===== src/design/snd_pkg.sv =====
/*
 * sound back end shared definitions
 * widths, channel indices, mixer gains and the PCM player states
 */
package snd_pkg;

    // audio and memory widths
    typedef logic signed [15:0] sample_t;
    typedef logic        [9:0]  psg_t;
    typedef logic        [7:0]  pcm_byte_t;
    typedef logic        [15:0] pcm_addr_t;
    typedef logic        [7:0]  gain_t;
    typedef logic signed [19:0] chan_t;

    // mixer channels
    localparam int num_chan = 3;
    localparam int chan_fm  = 0;
    localparam int chan_psg = 1;
    localparam int chan_pcm = 2;

    // sample memory header table and rest level
    localparam pcm_addr_t pcm_table_base = 16'h0090;
    localparam pcm_byte_t pcm_idle_level = 8'h80;

    // gains where 16 is unity
    localparam gain_t gain_fm_std       = 8'h30;
    localparam gain_t gain_fm_pcm_board = 8'h20;
    localparam gain_t gain_pcm          = 8'h0a;
    // indexed by effects level 0..3
    localparam logic [3:0][7:0] psg_gain_by_level = {8'd9, 8'd7, 8'd5, 8'd2};

    localparam int gain_shift = 4;
    localparam int dc_shift   = 4;
    localparam int rate_div   = 3;

    typedef enum logic [1:0] {idle, read_lsb, read_msb, play} pcm_state_e;

endpackage


===== src/design/dc_blocker.sv =====
/*
 * DC blocker for the PCM level
 * subtracts a running average and gives a signed 8-bit sample
 */
`timescale 1ns/1ps

module dc_blocker import snd_pkg::*; (
    input  logic              clk,
    input  logic              comb_rstn,
    input  logic              pcm_step,
    input  pcm_byte_t         pcm_level,
    output logic signed [7:0] pcm_signed
);

    logic               step_d;
    logic signed [7:0]  x;
    logic signed [15:0] acc;
    logic signed [15:0] avg;
    logic signed [15:0] diff;

    // offset binary to two's complement
    assign x    = $signed(pcm_level - pcm_idle_level);
    assign avg  = acc >>> dc_shift;
    assign diff = x - avg;

    // level settles in the player on the step, so work one cycle later
    always_ff @(posedge clk or negedge comb_rstn) begin
        if (!comb_rstn) begin
            step_d     <= 1'b0;
            acc        <= '0;
            pcm_signed <= '0;
        end else begin
            step_d <= pcm_step;
            if (step_d) begin
                acc <= acc + x - avg;
                if (diff > 127) begin
                    pcm_signed <= 8'h7f;
                end else if (diff < -128) begin
                    pcm_signed <= 8'h80;
                end else begin
                    pcm_signed <= diff[7:0];
                end
            end
        end
    end

endmodule


===== src/design/mix_channel.sv =====
/*
 * mixer channel scaler
 * multiplies one aligned sample by its gain, unity at 16
 */
`timescale 1ns/1ps

module mix_channel import snd_pkg::*; (
    input  logic    clk,
    input  logic    comb_rstn,
    input  sample_t chan_in,
    input  gain_t   chan_gain,
    output chan_t   chan_out
);

    logic signed [8:0]  gain_s;
    logic signed [24:0] product;

    // gain is unsigned, keep it positive in the signed multiply
    assign gain_s  = $signed({1'b0, chan_gain});
    assign product = chan_in * gain_s;

    always_ff @(posedge clk or negedge comb_rstn) begin
        if (!comb_rstn) begin
            chan_out <= '0;
        end else begin
            // arithmetic shift by gain_shift
            chan_out <= product[gain_shift +: $bits(chan_t)];
        end
    end

endmodule


===== src/design/mix_source_select.sv =====
/*
 * mixer source select
 * picks the channel gains and aligns FM, PSG and PCM to 16-bit signed
 */
`timescale 1ns/1ps

module mix_source_select import snd_pkg::*; (
    input  logic              clk,
    input  logic              comb_rstn,
    input  sample_t           fm_snd,
    input  psg_t              psg_snd,
    input  logic signed [7:0] pcm_signed,
    input  logic [1:0]        fx_level,
    input  logic              fm_en,
    input  logic              psg_en,
    input  logic              pcm_board,
    output sample_t           chan_in [num_chan],
    output gain_t             chan_gain [num_chan]
);

    sample_t psg_aligned;
    sample_t pcm_aligned;

    // psg is unsigned around 512, flipping the msb centres it
    assign psg_aligned = {~psg_snd[9], psg_snd[8:0], 6'd0};
    assign pcm_aligned = {pcm_signed, 8'd0};

    always_ff @(posedge clk or negedge comb_rstn) begin
        if (!comb_rstn) begin
            for (int i = 0; i < num_chan; i++) begin
                chan_in[i]   <= '0;
                chan_gain[i] <= '0;
            end
        end else begin
            chan_in[chan_fm]  <= fm_snd;
            chan_in[chan_psg] <= psg_aligned;
            chan_in[chan_pcm] <= pcm_aligned;

            if (!fm_en) begin
                chan_gain[chan_fm] <= '0;
            end else if (pcm_board) begin
                chan_gain[chan_fm] <= gain_fm_pcm_board;
            end else begin
                chan_gain[chan_fm] <= gain_fm_std;
            end

            // effects level picks the psg loudness
            chan_gain[chan_psg] <= psg_en ? psg_gain_by_level[fx_level] : gain_t'(0);
            chan_gain[chan_pcm] <= pcm_board ? gain_pcm : gain_t'(0);
        end
    end

endmodule


===== src/design/mix_sum.sv =====
/*
 * mixer summing stage
 * adds the scaled channels and clamps to 16 bits, peak flags clipping
 */
`timescale 1ns/1ps

module mix_sum import snd_pkg::*; (
    input  logic    clk,
    input  logic    comb_rstn,
    input  logic    mix_cen,
    input  chan_t   chan_out [num_chan],
    output sample_t snd,
    output logic    peak
);

    // two guard bits cover three channels
    logic signed [$bits(chan_t)+1:0] total;

    always_comb begin
        total = '0;
        for (int i = 0; i < num_chan; i++) begin
            total = total + chan_out[i];
        end
    end

    always_ff @(posedge clk or negedge comb_rstn) begin
        if (!comb_rstn) begin
            snd  <= '0;
            peak <= 1'b0;
        end else if (mix_cen) begin
            if (total > 32767) begin
                snd  <= 16'sh7fff;
                peak <= 1'b1;
            end else if (total < -32768) begin
                snd  <= 16'sh8000;
                peak <= 1'b1;
            end else begin
                snd  <= total[15:0];
                peak <= 1'b0;
            end
        end
    end

endmodule


===== src/design/pcm_player.sv =====
/*
 * PCM sample player
 * a rising edge on portb bit 7 looks up the sample start in the header
 * table, then one byte per step is streamed until a zero byte
 */
`timescale 1ns/1ps

module pcm_player import snd_pkg::*; (
    input  logic      clk,
    input  logic      comb_rstn,
    input  logic      sample,
    input  pcm_byte_t portb,
    input  pcm_byte_t pcm_data,
    input  logic      pcm_ok,
    output pcm_addr_t pcm_addr,
    output pcm_byte_t pcm_level,
    output logic      pcm_step
);

    logic                sample_l;
    logic                pb7_l;
    logic [rate_div-1:0] step_ring;
    pcm_state_e          state;
    pcm_byte_t           hdr_lsb;
    logic                trigger;
    logic                take;

    assign trigger = portb[7] & ~pb7_l;
    // a step without valid memory data is dropped
    assign take    = pcm_step & pcm_ok;

    // rate divider, one step every rate_div sample edges
    always_ff @(posedge clk or negedge comb_rstn) begin
        if (!comb_rstn) begin
            sample_l  <= 1'b0;
            step_ring <= {{(rate_div-1){1'b0}}, 1'b1};
            pcm_step  <= 1'b0;
        end else begin
            sample_l <= sample;
            pcm_step <= 1'b0;
            if (sample && !sample_l) begin
                step_ring <= {step_ring[rate_div-2:0], step_ring[rate_div-1]};
                pcm_step  <= step_ring[rate_div-1];
            end
        end
    end

    // low header byte, only meaningful in read_msb
    always_ff @(posedge clk) begin
        if (take && state == read_lsb) begin
            hdr_lsb <= pcm_data;
        end
    end

    always_ff @(posedge clk or negedge comb_rstn) begin
        if (!comb_rstn) begin
            pb7_l     <= 1'b0;
            state     <= idle;
            pcm_addr  <= '0;
            pcm_level <= pcm_idle_level;
        end else begin
            pb7_l <= portb[7];
            if (trigger) begin
                // two header bytes per entry
                state    <= read_lsb;
                pcm_addr <= pcm_table_base + {9'd0, portb[5:0], 1'b0};
            end else if (take) begin
                case (state)
                    read_lsb: begin
                        pcm_addr <= pcm_addr + 1'b1;
                        state    <= read_msb;
                    end
                    read_msb: begin
                        pcm_addr <= {pcm_data, hdr_lsb};
                        state    <= play;
                    end
                    play: begin
                        if (pcm_data == 8'd0 || (&pcm_addr)) begin
                            // end marker is not played
                            state     <= idle;
                            pcm_level <= pcm_idle_level;
                        end else begin
                            pcm_level <= pcm_data;
                        end
                        pcm_addr <= pcm_addr + 1'b1;
                    end
                    default: begin
                        state <= idle;
                    end
                endcase
            end
        end
    end

endmodule


===== src/design/snd_top.sv =====
/*
 * sound back end top level
 * PCM player and DC blocker feeding a three channel mixer with FM and PSG
 */
`timescale 1ns/1ps

module snd_top import snd_pkg::*; (
    input  logic       clk,
    input  logic       comb_rstn,
    input  logic       sample,
    input  logic       mix_cen,
    input  pcm_byte_t  portb,
    input  pcm_byte_t  pcm_data,
    input  logic       pcm_ok,
    input  sample_t    fm_snd,
    input  psg_t       psg_snd,
    input  logic [1:0] fx_level,
    input  logic       fm_en,
    input  logic       psg_en,
    input  logic       pcm_board,
    output pcm_addr_t  pcm_addr,
    output sample_t    snd,
    output logic       peak
);

    pcm_byte_t         pcm_level;
    logic              pcm_step;
    logic signed [7:0] pcm_signed;
    sample_t           chan_in [num_chan];
    gain_t             chan_gain [num_chan];
    chan_t             chan_out [num_chan];

    pcm_player u_player (
        .clk       (clk),
        .comb_rstn (comb_rstn),
        .sample    (sample),
        .portb     (portb),
        .pcm_data  (pcm_data),
        .pcm_ok    (pcm_ok),
        .pcm_addr  (pcm_addr),
        .pcm_level (pcm_level),
        .pcm_step  (pcm_step)
    );

    dc_blocker u_dcrm (
        .clk        (clk),
        .comb_rstn  (comb_rstn),
        .pcm_step   (pcm_step),
        .pcm_level  (pcm_level),
        .pcm_signed (pcm_signed)
    );

    mix_source_select u_select (
        .clk        (clk),
        .comb_rstn  (comb_rstn),
        .fm_snd     (fm_snd),
        .psg_snd    (psg_snd),
        .pcm_signed (pcm_signed),
        .fx_level   (fx_level),
        .fm_en      (fm_en),
        .psg_en     (psg_en),
        .pcm_board  (pcm_board),
        .chan_in    (chan_in),
        .chan_gain  (chan_gain)
    );

    // one scaler per channel
    for (genvar i = 0; i < num_chan; i++) begin : g_chan
        mix_channel u_chan (
            .clk       (clk),
            .comb_rstn (comb_rstn),
            .chan_in   (chan_in[i]),
            .chan_gain (chan_gain[i]),
            .chan_out  (chan_out[i])
        );
    end

    mix_sum u_sum (
        .clk       (clk),
        .comb_rstn (comb_rstn),
        .mix_cen   (mix_cen),
        .chan_out  (chan_out),
        .snd       (snd),
        .peak      (peak)
    );

endmodule


===== config.mk =====
export PLATFORM = sky130hd
export DESIGN_NAME = snd_top
export DESIGN_NICKNAME = d
export VERILOG_FILES = /design/src/design/snd_pkg.sv /design/src/design/dc_blocker.sv /design/src/design/mix_channel.sv /design/src/design/mix_source_select.sv /design/src/design/mix_sum.sv /design/src/design/pcm_player.sv /design/src/design/snd_top.sv
export SDC_FILE = /design/constraint.sdc
export NUM_CORES = 1
export LEC_CHECK = 0
export ABC_AREA = 1
export BUFFER_PORTS_ARGS = -buffer_cell sky130_fd_sc_hd__buf_2
export CELL_PAD_IN_SITES_DETAIL_PLACEMENT = 0
export CELL_PAD_IN_SITES_GLOBAL_PLACEMENT = 2
export CORE_ASPECT_RATIO = 1.2
export CORE_MARGIN = 4
export CORE_UTILIZATION = 35
export CTS_CLUSTER_DIAMETER = 80
export DETAILED_ROUTE_END_ITERATION = 8
export PLACE_DENSITY = 0.81
export SLEW_MARGIN = 30
export SYNTH_ARGS = -nofsm -noshare
export SYNTH_HDL_FRONTEND = slang
export SYNTH_SLANG_ARGS = --single-unit

===== constraint.sdc =====
create_clock -name clk -period 4.6 [get_ports clk]
set_input_delay 0.23 -clock clk [delete_from_list [all_inputs] [get_ports clk]]
set_output_delay 0.23 -clock clk [all_outputs]
set_load 0.02 [all_outputs]

==> out/metrics.cfg, run 1 <==
[sta]
finalSetupViolCount=0
tightest_slew_ns=0.698
finalHoldViolCount=0
fin_worst_skew_ns=0.0140
slew-limit-headroom=0.535
max_freq_ghz=0.243
setup_tns_ns=0
period_minus_slack_ns=4.12
finalMaxSlewViolations=0
rsz0062_at_grt=false
fin_crit_sh=0.896

[clocking]
htreeDepth=4
cts_resized=0
post_cts_buffers=0
clkTransAtPathRegs_ns=0.08
cts_buffer_depth=2
cts_tree=yes
cts_buffers=17
cts_sinks=176
root_buffer=clkbuf_16
insertion_delay_ns=0.46

[pwr]
switching_share=0.482
seq_power_share=0.238
clockPowerShare=0.162
powerDensity_nw_per_um2=620
pwr-share-comb=0.600
switching_power_uw=4580
leakage_uw=0.00868
ir_drop_mv=0.539
p_int_uw=4930

[logic_synthesis]
ys.flop_type=dfrtp_1
synth.net_count=1922
synthCells=1626
yosysMostFrequentCell=nand2_1
synth-seq-cells=176
synth_edf_count=8
synth.distinct_cells=44
synth_top_area_cell=dfrtp_1
syn_area_per_cell_um2=8.20
yosysSeqAreaShare=0.333
yosysWarningCount=0
yosys-top-cells-count=nand2_1, inv_1, ha_1
async_reset_ff_frac=0.955
synth.area.top_cells=dfrtp_1, ha_1, nand2_1
yosysTopAreaCellShare=0.311
synth_area_um2=13300

[setup_path]
rr_worst_depth=18
end_kind=flip-flop
path_class=reg2reg
cp_slowest_cell=fa_1
worstReg2RegStart=u_select.chan_gain[10]
critPathTopFamily=adder cells
cp_slowest_stage_delay_ns=0.55
r2r_end=g_chan[1].u_chan.chan_out[16]
cp.required_ns=4.93
crit_path_max_fanout=10
path_cells=nand2_1 -> fa_1 -> inv_1 -> ha_1 -> ha_1 -> inv_1 -> fa_1 -> inv_1 -> ha_1 -> inv_1 -> fa_1 -> o21ai_0 -> nand2_1 -> o211ai_1 -> nand2_1 -> nand2_1 -> a21oi_1 -> xor2_1
worstPathArrival_ns=4.45
startpoint_type=flip-flop
r2r_slack_ns=0.48
cp.buffers_inverters=4

[worst_hold_path]
holdPathEnd=u_player.hdr_lsb[1]
whs_path_depth=1
hold_path.class=in2reg
hp-start=pcm_data[1]

[placed_design]
gp_congestion=0.787
numPortBuffers=83
post-dp-hpwl_um=24000

[finish]
drive_gt1_frac=0.0798
antenna_cells=0
fin_nets=2050
area_delta_synth_final_pct=15.0
fin_util=0.406
n_fill_cell=3877

[global_route]
grt_usage=0.152
grt_max_degree=70
gr-total-overflow=0
first_global_vias=10500
grt_pass1_wl_um=50600
antenna_found_initial=0

[floorplan]
num_io_pins=85
dieArea_um2=41300
die_x_um=186
fp.dieH_um=222
initial_utilization=0.353
rows=78
core_um2=37800

[routing]
routedWlPerCell_um=13.3
num_vias=10200
drc=0
viasPerCell=4.55
postRouteAntennaNets=0
dr.pass1.iters=7
wirelength_um=29800
dr.first_iter.drc_count=456

[job]
max_cap_violations=0

[outcome]
outcome=finished, final reports clean

-- stage by stage --
stage               cell area [um^2]  hold slack, ns  cells  total power (uW)  worst slack, ns
floorplan                      13300         -0.0656   1626              6710            0.708
global placement               14300           0.297   2171              7960            0.467
detailed placement             14300           0.309   2171              8030            0.484
CTS                            15300          0.0341   2247              9660            0.463
global route                   15300          0.0369   2247             10600            0.106
finish                         15300          0.0663   2247              9510            0.479
-- logic make-up after synthesis --
family | synth area share
adder cells (fa/ha/maj) | 0.260
buffers and inverters | 0.104
AO/OA/AOI/OAI | 0.0799
AND/OR/NAND/NOR | 0.181
flip-flops | 0.333
XOR/XNOR | 0.0414
-- state kept, by name, indices dropped and copies added (netlist names), 2 cells and up --
signal / cells
g_chan.u_chan.chan_out: 53
u_select.chan_in: 34
u_dcrm.acc: 16
u_player.pcm_addr: 16
u_sum.snd: 16
u_dcrm.pcm_signed: 8
u_player.hdr_lsb: 8
u_player.pcm_level: 8
u_select.chan_gain: 7
u_player.step_ring: 3
u_player.state: 2
-- per-layer routing --
layer  vias up  track usage  share of wire
met1      4762        0.179           0.43
met5         -            0              0
met3        30       0.0215          0.020
li1       5335            -              -
met4         0       0.0487          0.020
met2        89        0.280           0.53
-- power groups by stage --
stage / Combinational (uW) / Clock [uW] / Sequential (uW)
after floorplan: 4380 / 0 / 2320
after global placement: 5660 / 0 / 2290
after detailed placement: 5730 / 0 / 2300
after CTS: 5790 / 1600 / 2270
after global routing: 6620 / 1660 / 2320
final: 5710 / 1540 / 2260
-- area by class of cell --
class / instances / area [um^2] / area share
clock inverters: 15 / 195 / 0.0127
repair buffers: 132 / 900 / 0.0587
flip-flops and latches: 176 / 4450 / 0.290
well taps: 480 / 601 / 0.0392
inverters: 335 / 1260 / 0.0820
multi-input cells: 1092 / 7510 / 0.490
clock buffers: 17 / 425 / 0.0277
-- repair_timing --
item                                   CTS  global route
setup endpoints to repair                0             0
endpoints found under the hold margin  111             0
hold buffers                            44             0
-- cell usage in the layout, fill, tap and decap left out, types with 3 or more instances in the layout --
cell type,Yosys,final
nor3_1,16,16
buf_4,0,5
clkinv_4,0,4
fa_1,56,56
a21oi_1,78,78
o21ai_0,68,68
xnor2_1,20,20
dfrtp_1,166,166
buf_2,0,82
o211ai_1,7,7
o21bai_1,3,3
a21boi_0,3,3
dlygate4sd3_1,0,44
nor2_1,75,75
nand2_2,4,4
nand3_1,54,54
a31oi_1,5,5
o22ai_1,9,9
a21o_1,5,5
or2_2,3,3
xor2_1,43,43
inv_1,333,333
inv_6,0,3
nand4_1,11,11
nor2_2,6,6
clkbuf_16,0,17
ha_1,188,188
nand2_1,416,416
inv_8,0,3
edfxtp_1,8,8
o31ai_1,3,3
-- worst max-delay path by stage --
| stage | from | end | cells after the start |
|---|---|---|---|
| 6_report | u_select.chan_gain[10] | g_chan[1].u_chan.chan_out[16] | 18 |
| 5_1_grt | u_select.chan_gain[9] | g_chan[1].u_chan.chan_out[18] | 19 |
| 4_1_cts | u_select.chan_gain[10] | g_chan[1].u_chan.chan_out[16] | 18 |
| 3_5_place_dp | u_select.chan_gain[10] | g_chan[1].u_chan.chan_out[16] | 18 |
| 3_3_place_gp | u_select.chan_gain[10] | g_chan[1].u_chan.chan_out[16] | 18 |
| 2_1_floorplan | u_select.chan_gain[10] | g_chan[1].u_chan.chan_out[16] | 19 |
Note: power is estimated with default switching activity, not from simulation.
==> inputs of run 2 (changes only) <==
--- a/config.mk
+++ b/config.mk
@@ -15,6 +15,7 @@
 export CTS_CLUSTER_DIAMETER = 80
 export DETAILED_ROUTE_END_ITERATION = 8
 export PLACE_DENSITY = 0.81
+export REMOVE_ABC_BUFFERS = 1
 export SLEW_MARGIN = 30
 export SYNTH_ARGS = -nofsm -noshare
 export SYNTH_HDL_FRONTEND = slang
==> out/metrics.cfg, run 2 (synthesis gave the netlist of run 1 again) <==
[sta]
finalMaxSlewViolations=0  ; unchanged
tightest_slew_ns=0.894  ; +0.196 ns
max_freq_ghz=0.243  ; +0.16%
period_minus_slack_ns=4.11  ; -0.00675 ns
fin_worst_skew_ns=0.0108  ; -0.00325 ns
rsz0062_at_grt=false
whs_ns=0.0322  ; -0.0341 ns
finalWorstSetupSlack_ns=0.485  ; +0.00675 ns
fin_crit_sh=0.894  ; -0.00147
setup_tns_ns=0  ; unchanged
slew-limit-headroom=0.404  ; -0.131
finalHoldViolCount=0  ; unchanged
finalSetupViolCount=0  ; unchanged

[clocking]
root_buffer=clkbuf_16
cts_tree=yes
htreeDepth=4  ; unchanged
post_cts_buffers=0  ; unchanged
insertion_delay_ns=0.45  ; about the same
cts_buffer_depth=2  ; unchanged
cts_sinks=176  ; unchanged
cts_buffers=17  ; unchanged
cts_resized=0  ; unchanged
clkTransAtPathRegs_ns=0.07  ; about the same

[pwr]
ir_drop_mv=0.539  ; about the same
powerDensity_nw_per_um2=613  ; -1.1%
totalPowerFinal_uw=9370  ; -1.4%
leakage_uw=0.00866  ; -0.28%

[routing]
postRouteAntennaNets=0  ; unchanged
viasPerCell=4.56  ; +0.24%
drc=0  ; unchanged
dr.first_iter.drc_count=399  ; -13%
num_vias=10200  ; +0.11%
wirelength_um=29000  ; -2.5%
routedWlPerCell_um=12.9  ; -2.3%
dr.pass1.iters=4  ; -3

[setup_path]
path_class=reg2reg
end_kind=flip-flop
crit_path_max_fanout=10  ; unchanged
startpoint_type=flip-flop
cp.required_ns=4.93  ; about the same
worstPathArrival_ns=4.44  ; about the same

[global_route]
grt_pass1_wl_um=50300  ; -0.53%
grt_usage=0.150  ; -0.00190
grt_max_degree=86  ; +23%
antenna_found_initial=1  ; +1
first_global_vias=10600  ; +0.96%
gr-total-overflow=0  ; unchanged

[finish]
n_fill_cell=3882  ; +0.13%
area_delta_synth_final_pct=14.6
reg.largest.list=g_chan.u_chan.chan_out (53), u_select.chan_in (34)
largest_reg_flops=53  ; unchanged
mostFrequentLayoutCells=nand2_1, inv_1, ha_1, dfrtp_1, buf_2
drive_gt1_frac=0.0788  ; -0.000953
largest_register=g_chan.u_chan.chan_out
fin_nets=2046  ; -0.20%
final_common_cell=nand2_1

[placed_design]
numPortBuffers=83  ; unchanged
post-dp-hpwl_um=23500  ; -2.1%
dpl_worst_slack_ns=0.439  ; -0.0445 ns
gp_congestion=0.793  ; +0.76%

[floorplan]
core_um2=37800  ; unchanged
fp.dieH_um=222  ; unchanged
rows=78  ; unchanged
die_x_um=186  ; unchanged
initial_utilization=0.353  ; unchanged
dieArea_um2=41300  ; unchanged
num_io_pins=85  ; unchanged

[job]
max_cap_violations=0  ; unchanged

[outcome]
outcome=finished, final reports clean

[worst_hold_path]
hold_path.class=in2reg

==> run 2: final timing paths <==
| kind | from | endpoint | slack [ns] | cells past startpoint |
|---|---|---|---|---|
| max in group asynchronous | comb_rstn | u_dcrm.acc[14] | 3.30 | 3 |
| worst min register to register | u_dcrm.pcm_signed[2] | u_select.chan_in[10] | 0.38 | 0 |
| min in group asynchronous | comb_rstn | g_chan[1].u_chan.chan_out[12] | 0.38 | 2 |
| worst max register to register | u_select.chan_gain[10] | g_chan[1].u_chan.chan_out[16] | 0.49 | 18 |
| worst max-delay path | u_select.chan_gain[10] | g_chan[1].u_chan.chan_out[16] | 0.49 | 18 |
| worst min-delay path | portb[0] | u_player.pcm_addr[1] | 0.03 | 3 |
==> run 2: where the power goes <==
part           internal [uW]  switching, uW
combinational           2130           3500
sequential              1960            298
clock                    798            690
total                   4890           4490
==> run 2: cell type report <==
| cell class | instances | area, um^2 | share of cell area |
|---|---|---|---|
| inverter | 335 | 1260 | 0.0823 |
| timing repair buffer | 128 | 877 | 0.0574 |
| sequential | 176 | 4450 | 0.291 |
| multi-input combinational | 1092 | 7510 | 0.491 |
| tap | 480 | 601 | 0.0393 |
| antenna | 1 | 2.50 | 0.000164 |
| clock inverter | 13 | 140 | 0.00917 |
| clock buffer | 19 | 453 | 0.0296 |
==> run 2: layer usage <==
| layer | track usage | routed length [um] | vias up |
|---|---|---|---|
| met2 | 0.279 | 15300 | 102 |
| li1 | - | - | 5332 |
| met5 | 0 | 0 | - |
| met4 | 0.0416 | 554 | 0 |
| met1 | 0.174 | 12500 | 4762 |
| met3 | 0.0263 | 720 | 31 |
==> run 2: critical path, cell delays in order, from the launching register on <==
cell,delay [ns]
dfrtp_1,0.54
nand2_1,0.13
fa_1,0.55
inv_1,0.04
ha_1,0.28
ha_1,0.27
inv_1,0.05
fa_1,0.46
inv_1,0.07
ha_1,0.16
inv_1,0.05
fa_1,0.40
o21ai_0,0.38
nand2_1,0.09
o211ai_1,0.14
nand2_1,0.08
nand2_1,0.07
a21oi_1,0.08
xor2_1,0.14
==> run 2: per-stage QoR <==
stage                     utilization  cell area, um^2  cells
final                           0.405            15300   2244
after global routing            0.405            15300   2244
after CTS                       0.405            15300   2243
after detailed placement        0.378            14300   2169
after global placement          0.378            14300   2169
after floorplan                     -            13200   1603
==> run 2: timing repair <==
action,in CTS,in global routing
endpoints found under the hold margin,126,0
endpoints found under the setup margin,0,0
hold buffers,42,0
==> inputs of run 3 (changes only) <==
--- a/config.mk
+++ b/config.mk
@@ -14,6 +14,7 @@
 export CORE_UTILIZATION = 35
 export CTS_CLUSTER_DIAMETER = 80
 export DETAILED_ROUTE_END_ITERATION = 8
+export MAX_ROUTING_LAYER = met4
 export PLACE_DENSITY = 0.81
 export REMOVE_ABC_BUFFERS = 1
 export SLEW_MARGIN = 30
==> out/metrics.cfg, run 3 (synthesis gave the netlist of run 1 again) <==
[global_route]
first_global_vias=10600  ; +0.12%
grt_usage=0.154  ; +0.00434
grt_use_met3=0.0258  ; -0.000492
met2_usage=0.279  ; about the same
gr-total-overflow=0  ; unchanged
grt_use_met1=0.175  ; +0.000208
grt_max_degree=86  ; unchanged
grt_pass1_wl_um=50300  ; about the same
antenna_found_initial=1  ; unchanged
grt_busiest_layer=met2

[setup_path]
end_kind=flip-flop
crit_path_max_fanout=10  ; unchanged
rr_worst_depth=18  ; unchanged
worstReg2RegStart=u_select.chan_gain[10]
cp.required_ns=4.93  ; about the same
r2r_end=g_chan[1].u_chan.chan_out[16]
path_class=reg2reg
r2r_slack_ns=0.49  ; about the same
startpoint_type=flip-flop
worstPathArrival_ns=4.44  ; about the same

[routing]
dr.first_iter.drc_count=418  ; +4.8%
viasPerCell=4.56  ; about the same
dr.pass1.iters=4  ; unchanged
drc=0  ; unchanged
wirelength_um=29100  ; +0.13%
routedWlPerCell_um=13.0  ; +0.13%
postRouteAntennaNets=0  ; unchanged
num_vias=10200  ; +0.068%

[clocking]
cts_buffer_depth=2  ; unchanged
htreeDepth=4  ; unchanged
cts_sinks=176  ; unchanged
cts_resized=0  ; unchanged
cts_tree=yes
cts_buffers=17  ; unchanged
clkTransAtPathRegs_ns=0.07  ; about the same
post_cts_buffers=0  ; unchanged
root_buffer=clkbuf_16
insertion_delay_ns=0.45  ; about the same
cts_hold_buffers=42  ; unchanged

[pwr]
switching_share=0.479  ; about the same
p_int_uw=4890  ; about the same
switching_power_uw=4490  ; about the same
clockPowerShare=0.159  ; about the same
pwr-share-comb=0.600  ; about the same
ir_drop_mv=0.539  ; about the same
powerDensity_nw_per_um2=614  ; about the same
leakage_uw=0.00866  ; unchanged
seq_power_share=0.241  ; about the same

[sta]
tightest_slew_ns=0.896  ; +0.00181 ns
fin_worst_skew_ns=0.0109  ; +0.000139 ns
setup_tns_ns=0  ; unchanged
finalMaxSlewViolations=0  ; unchanged
fin_crit_sh=0.894  ; about the same
finalHoldViolCount=0  ; unchanged
slew-limit-headroom=0.403  ; -0.00121
period_minus_slack_ns=4.11  ; -0.00126 ns
rsz0062_at_grt=false
finalSetupViolCount=0  ; unchanged
max_freq_ghz=0.243  ; about the same

[floorplan]
fp.dieH_um=222  ; unchanged
rows=78  ; unchanged
dieArea_um2=41300  ; unchanged
core_um2=37800  ; unchanged
die_x_um=186  ; unchanged
num_io_pins=85  ; unchanged
initial_utilization=0.353  ; unchanged

[finish]
largest_register=g_chan.u_chan.chan_out
area_delta_synth_final_pct=14.6  ; unchanged
largest_reg_flops=53  ; unchanged
mostFrequentLayoutCells=nand2_1, inv_1, ha_1, dfrtp_1, buf_2
n_fill_cell=3882  ; unchanged
fin_nets=2046  ; unchanged
fin_util=0.405  ; unchanged
drive_gt1_frac=0.0788  ; unchanged
final_common_cell=nand2_1
design_area_um2=15300  ; unchanged
reg.largest.list=g_chan.u_chan.chan_out (53), u_select.chan_in (34)

[worst_hold_path]
holdPathEnd=u_player.pcm_addr[1]
hold_path.class=in2reg
hp-start=portb[0]
whs_path_depth=3  ; unchanged

[job]
max_cap_violations=0  ; unchanged

[placed_design]
post-dp-hpwl_um=23500  ; unchanged
numPortBuffers=83  ; unchanged
placed_cell_area_um2=14300  ; unchanged
gp_congestion=0.805  ; +1.4%

[outcome]
outcome=finished, final reports clean

[run 3: how the worst max path moves through the flow]
stage                           start                            end
2_1_floorplan  u_select.chan_gain[10]  g_chan[1].u_chan.chan_out[16]
3_3_place_gp   u_select.chan_gain[10]  g_chan[1].u_chan.chan_out[16]
3_5_place_dp   u_select.chan_gain[10]  g_chan[1].u_chan.chan_out[16]
4_1_cts        u_select.chan_gain[10]  g_chan[1].u_chan.chan_out[16]
5_1_grt        u_select.chan_gain[10]  g_chan[1].u_chan.chan_out[18]
6_report       u_select.chan_gain[10]  g_chan[1].u_chan.chan_out[16]
[run 3: critical path, stage by stage, from the launching register on]
cell and delay (ns):
dfrtp_1 0.54, nand2_1 0.13, fa_1 0.55, inv_1 0.04
ha_1 0.28, ha_1 0.27, inv_1 0.05, fa_1 0.46
inv_1 0.07, ha_1 0.16, inv_1 0.05, fa_1 0.40
o21ai_0 0.38, nand2_1 0.09, o211ai_1 0.14, nand2_1 0.08
nand2_1 0.07, a21oi_1 0.08, xor2_1 0.14
[run 3: routing by layer]
layer  up-vias  share of wire
li1       5331              -
met1      4765           0.43
met2       109           0.53
met3        29          0.026
met4         0          0.019
met5         -              0
[run 3: layout make-up]
| class | instances | area (um^2) | area share |
|---|---|---|---|
| clock buffers | 19 | 453 | 0.0296 |
| diodes | 1 | 2.50 | 0.000164 |
| well taps | 480 | 601 | 0.0393 |
| inverters | 335 | 1260 | 0.0823 |
| flip-flops and latches | 176 | 4450 | 0.291 |
| clock inverters | 13 | 140 | 0.00917 |
| repair buffers | 128 | 877 | 0.0574 |
| multi-input cells | 1092 | 7510 | 0.491 |
[run 3: power by group through the flow]
stage          clock network, uW  logic, uW  registers, uW
3_3_place_gp                   0       5650           2290
4_1_cts                     1550       5730           2270
5_1_grt                     1610       6600           2310
2_1_floorplan                  0       4270           2330
6_report                    1490       5630           2260
3_5_place_dp                   0       5670           2300
[run 3: through the flow]
step | hold WS, ns | power [uW] | cells | setup slack [ns]
CTS | 0.00545 | 9550 | 2243 | 0.426
floorplan | -0.0656 | 6600 | 1603 | 0.835
finish | 0.0309 | 9380 | 2244 | 0.487
global placement | 0.337 | 7940 | 2169 | 0.463
global route | 0.0117 | 10500 | 2244 | 0.0598
detailed placement | 0.339 | 7980 | 2169 | 0.439
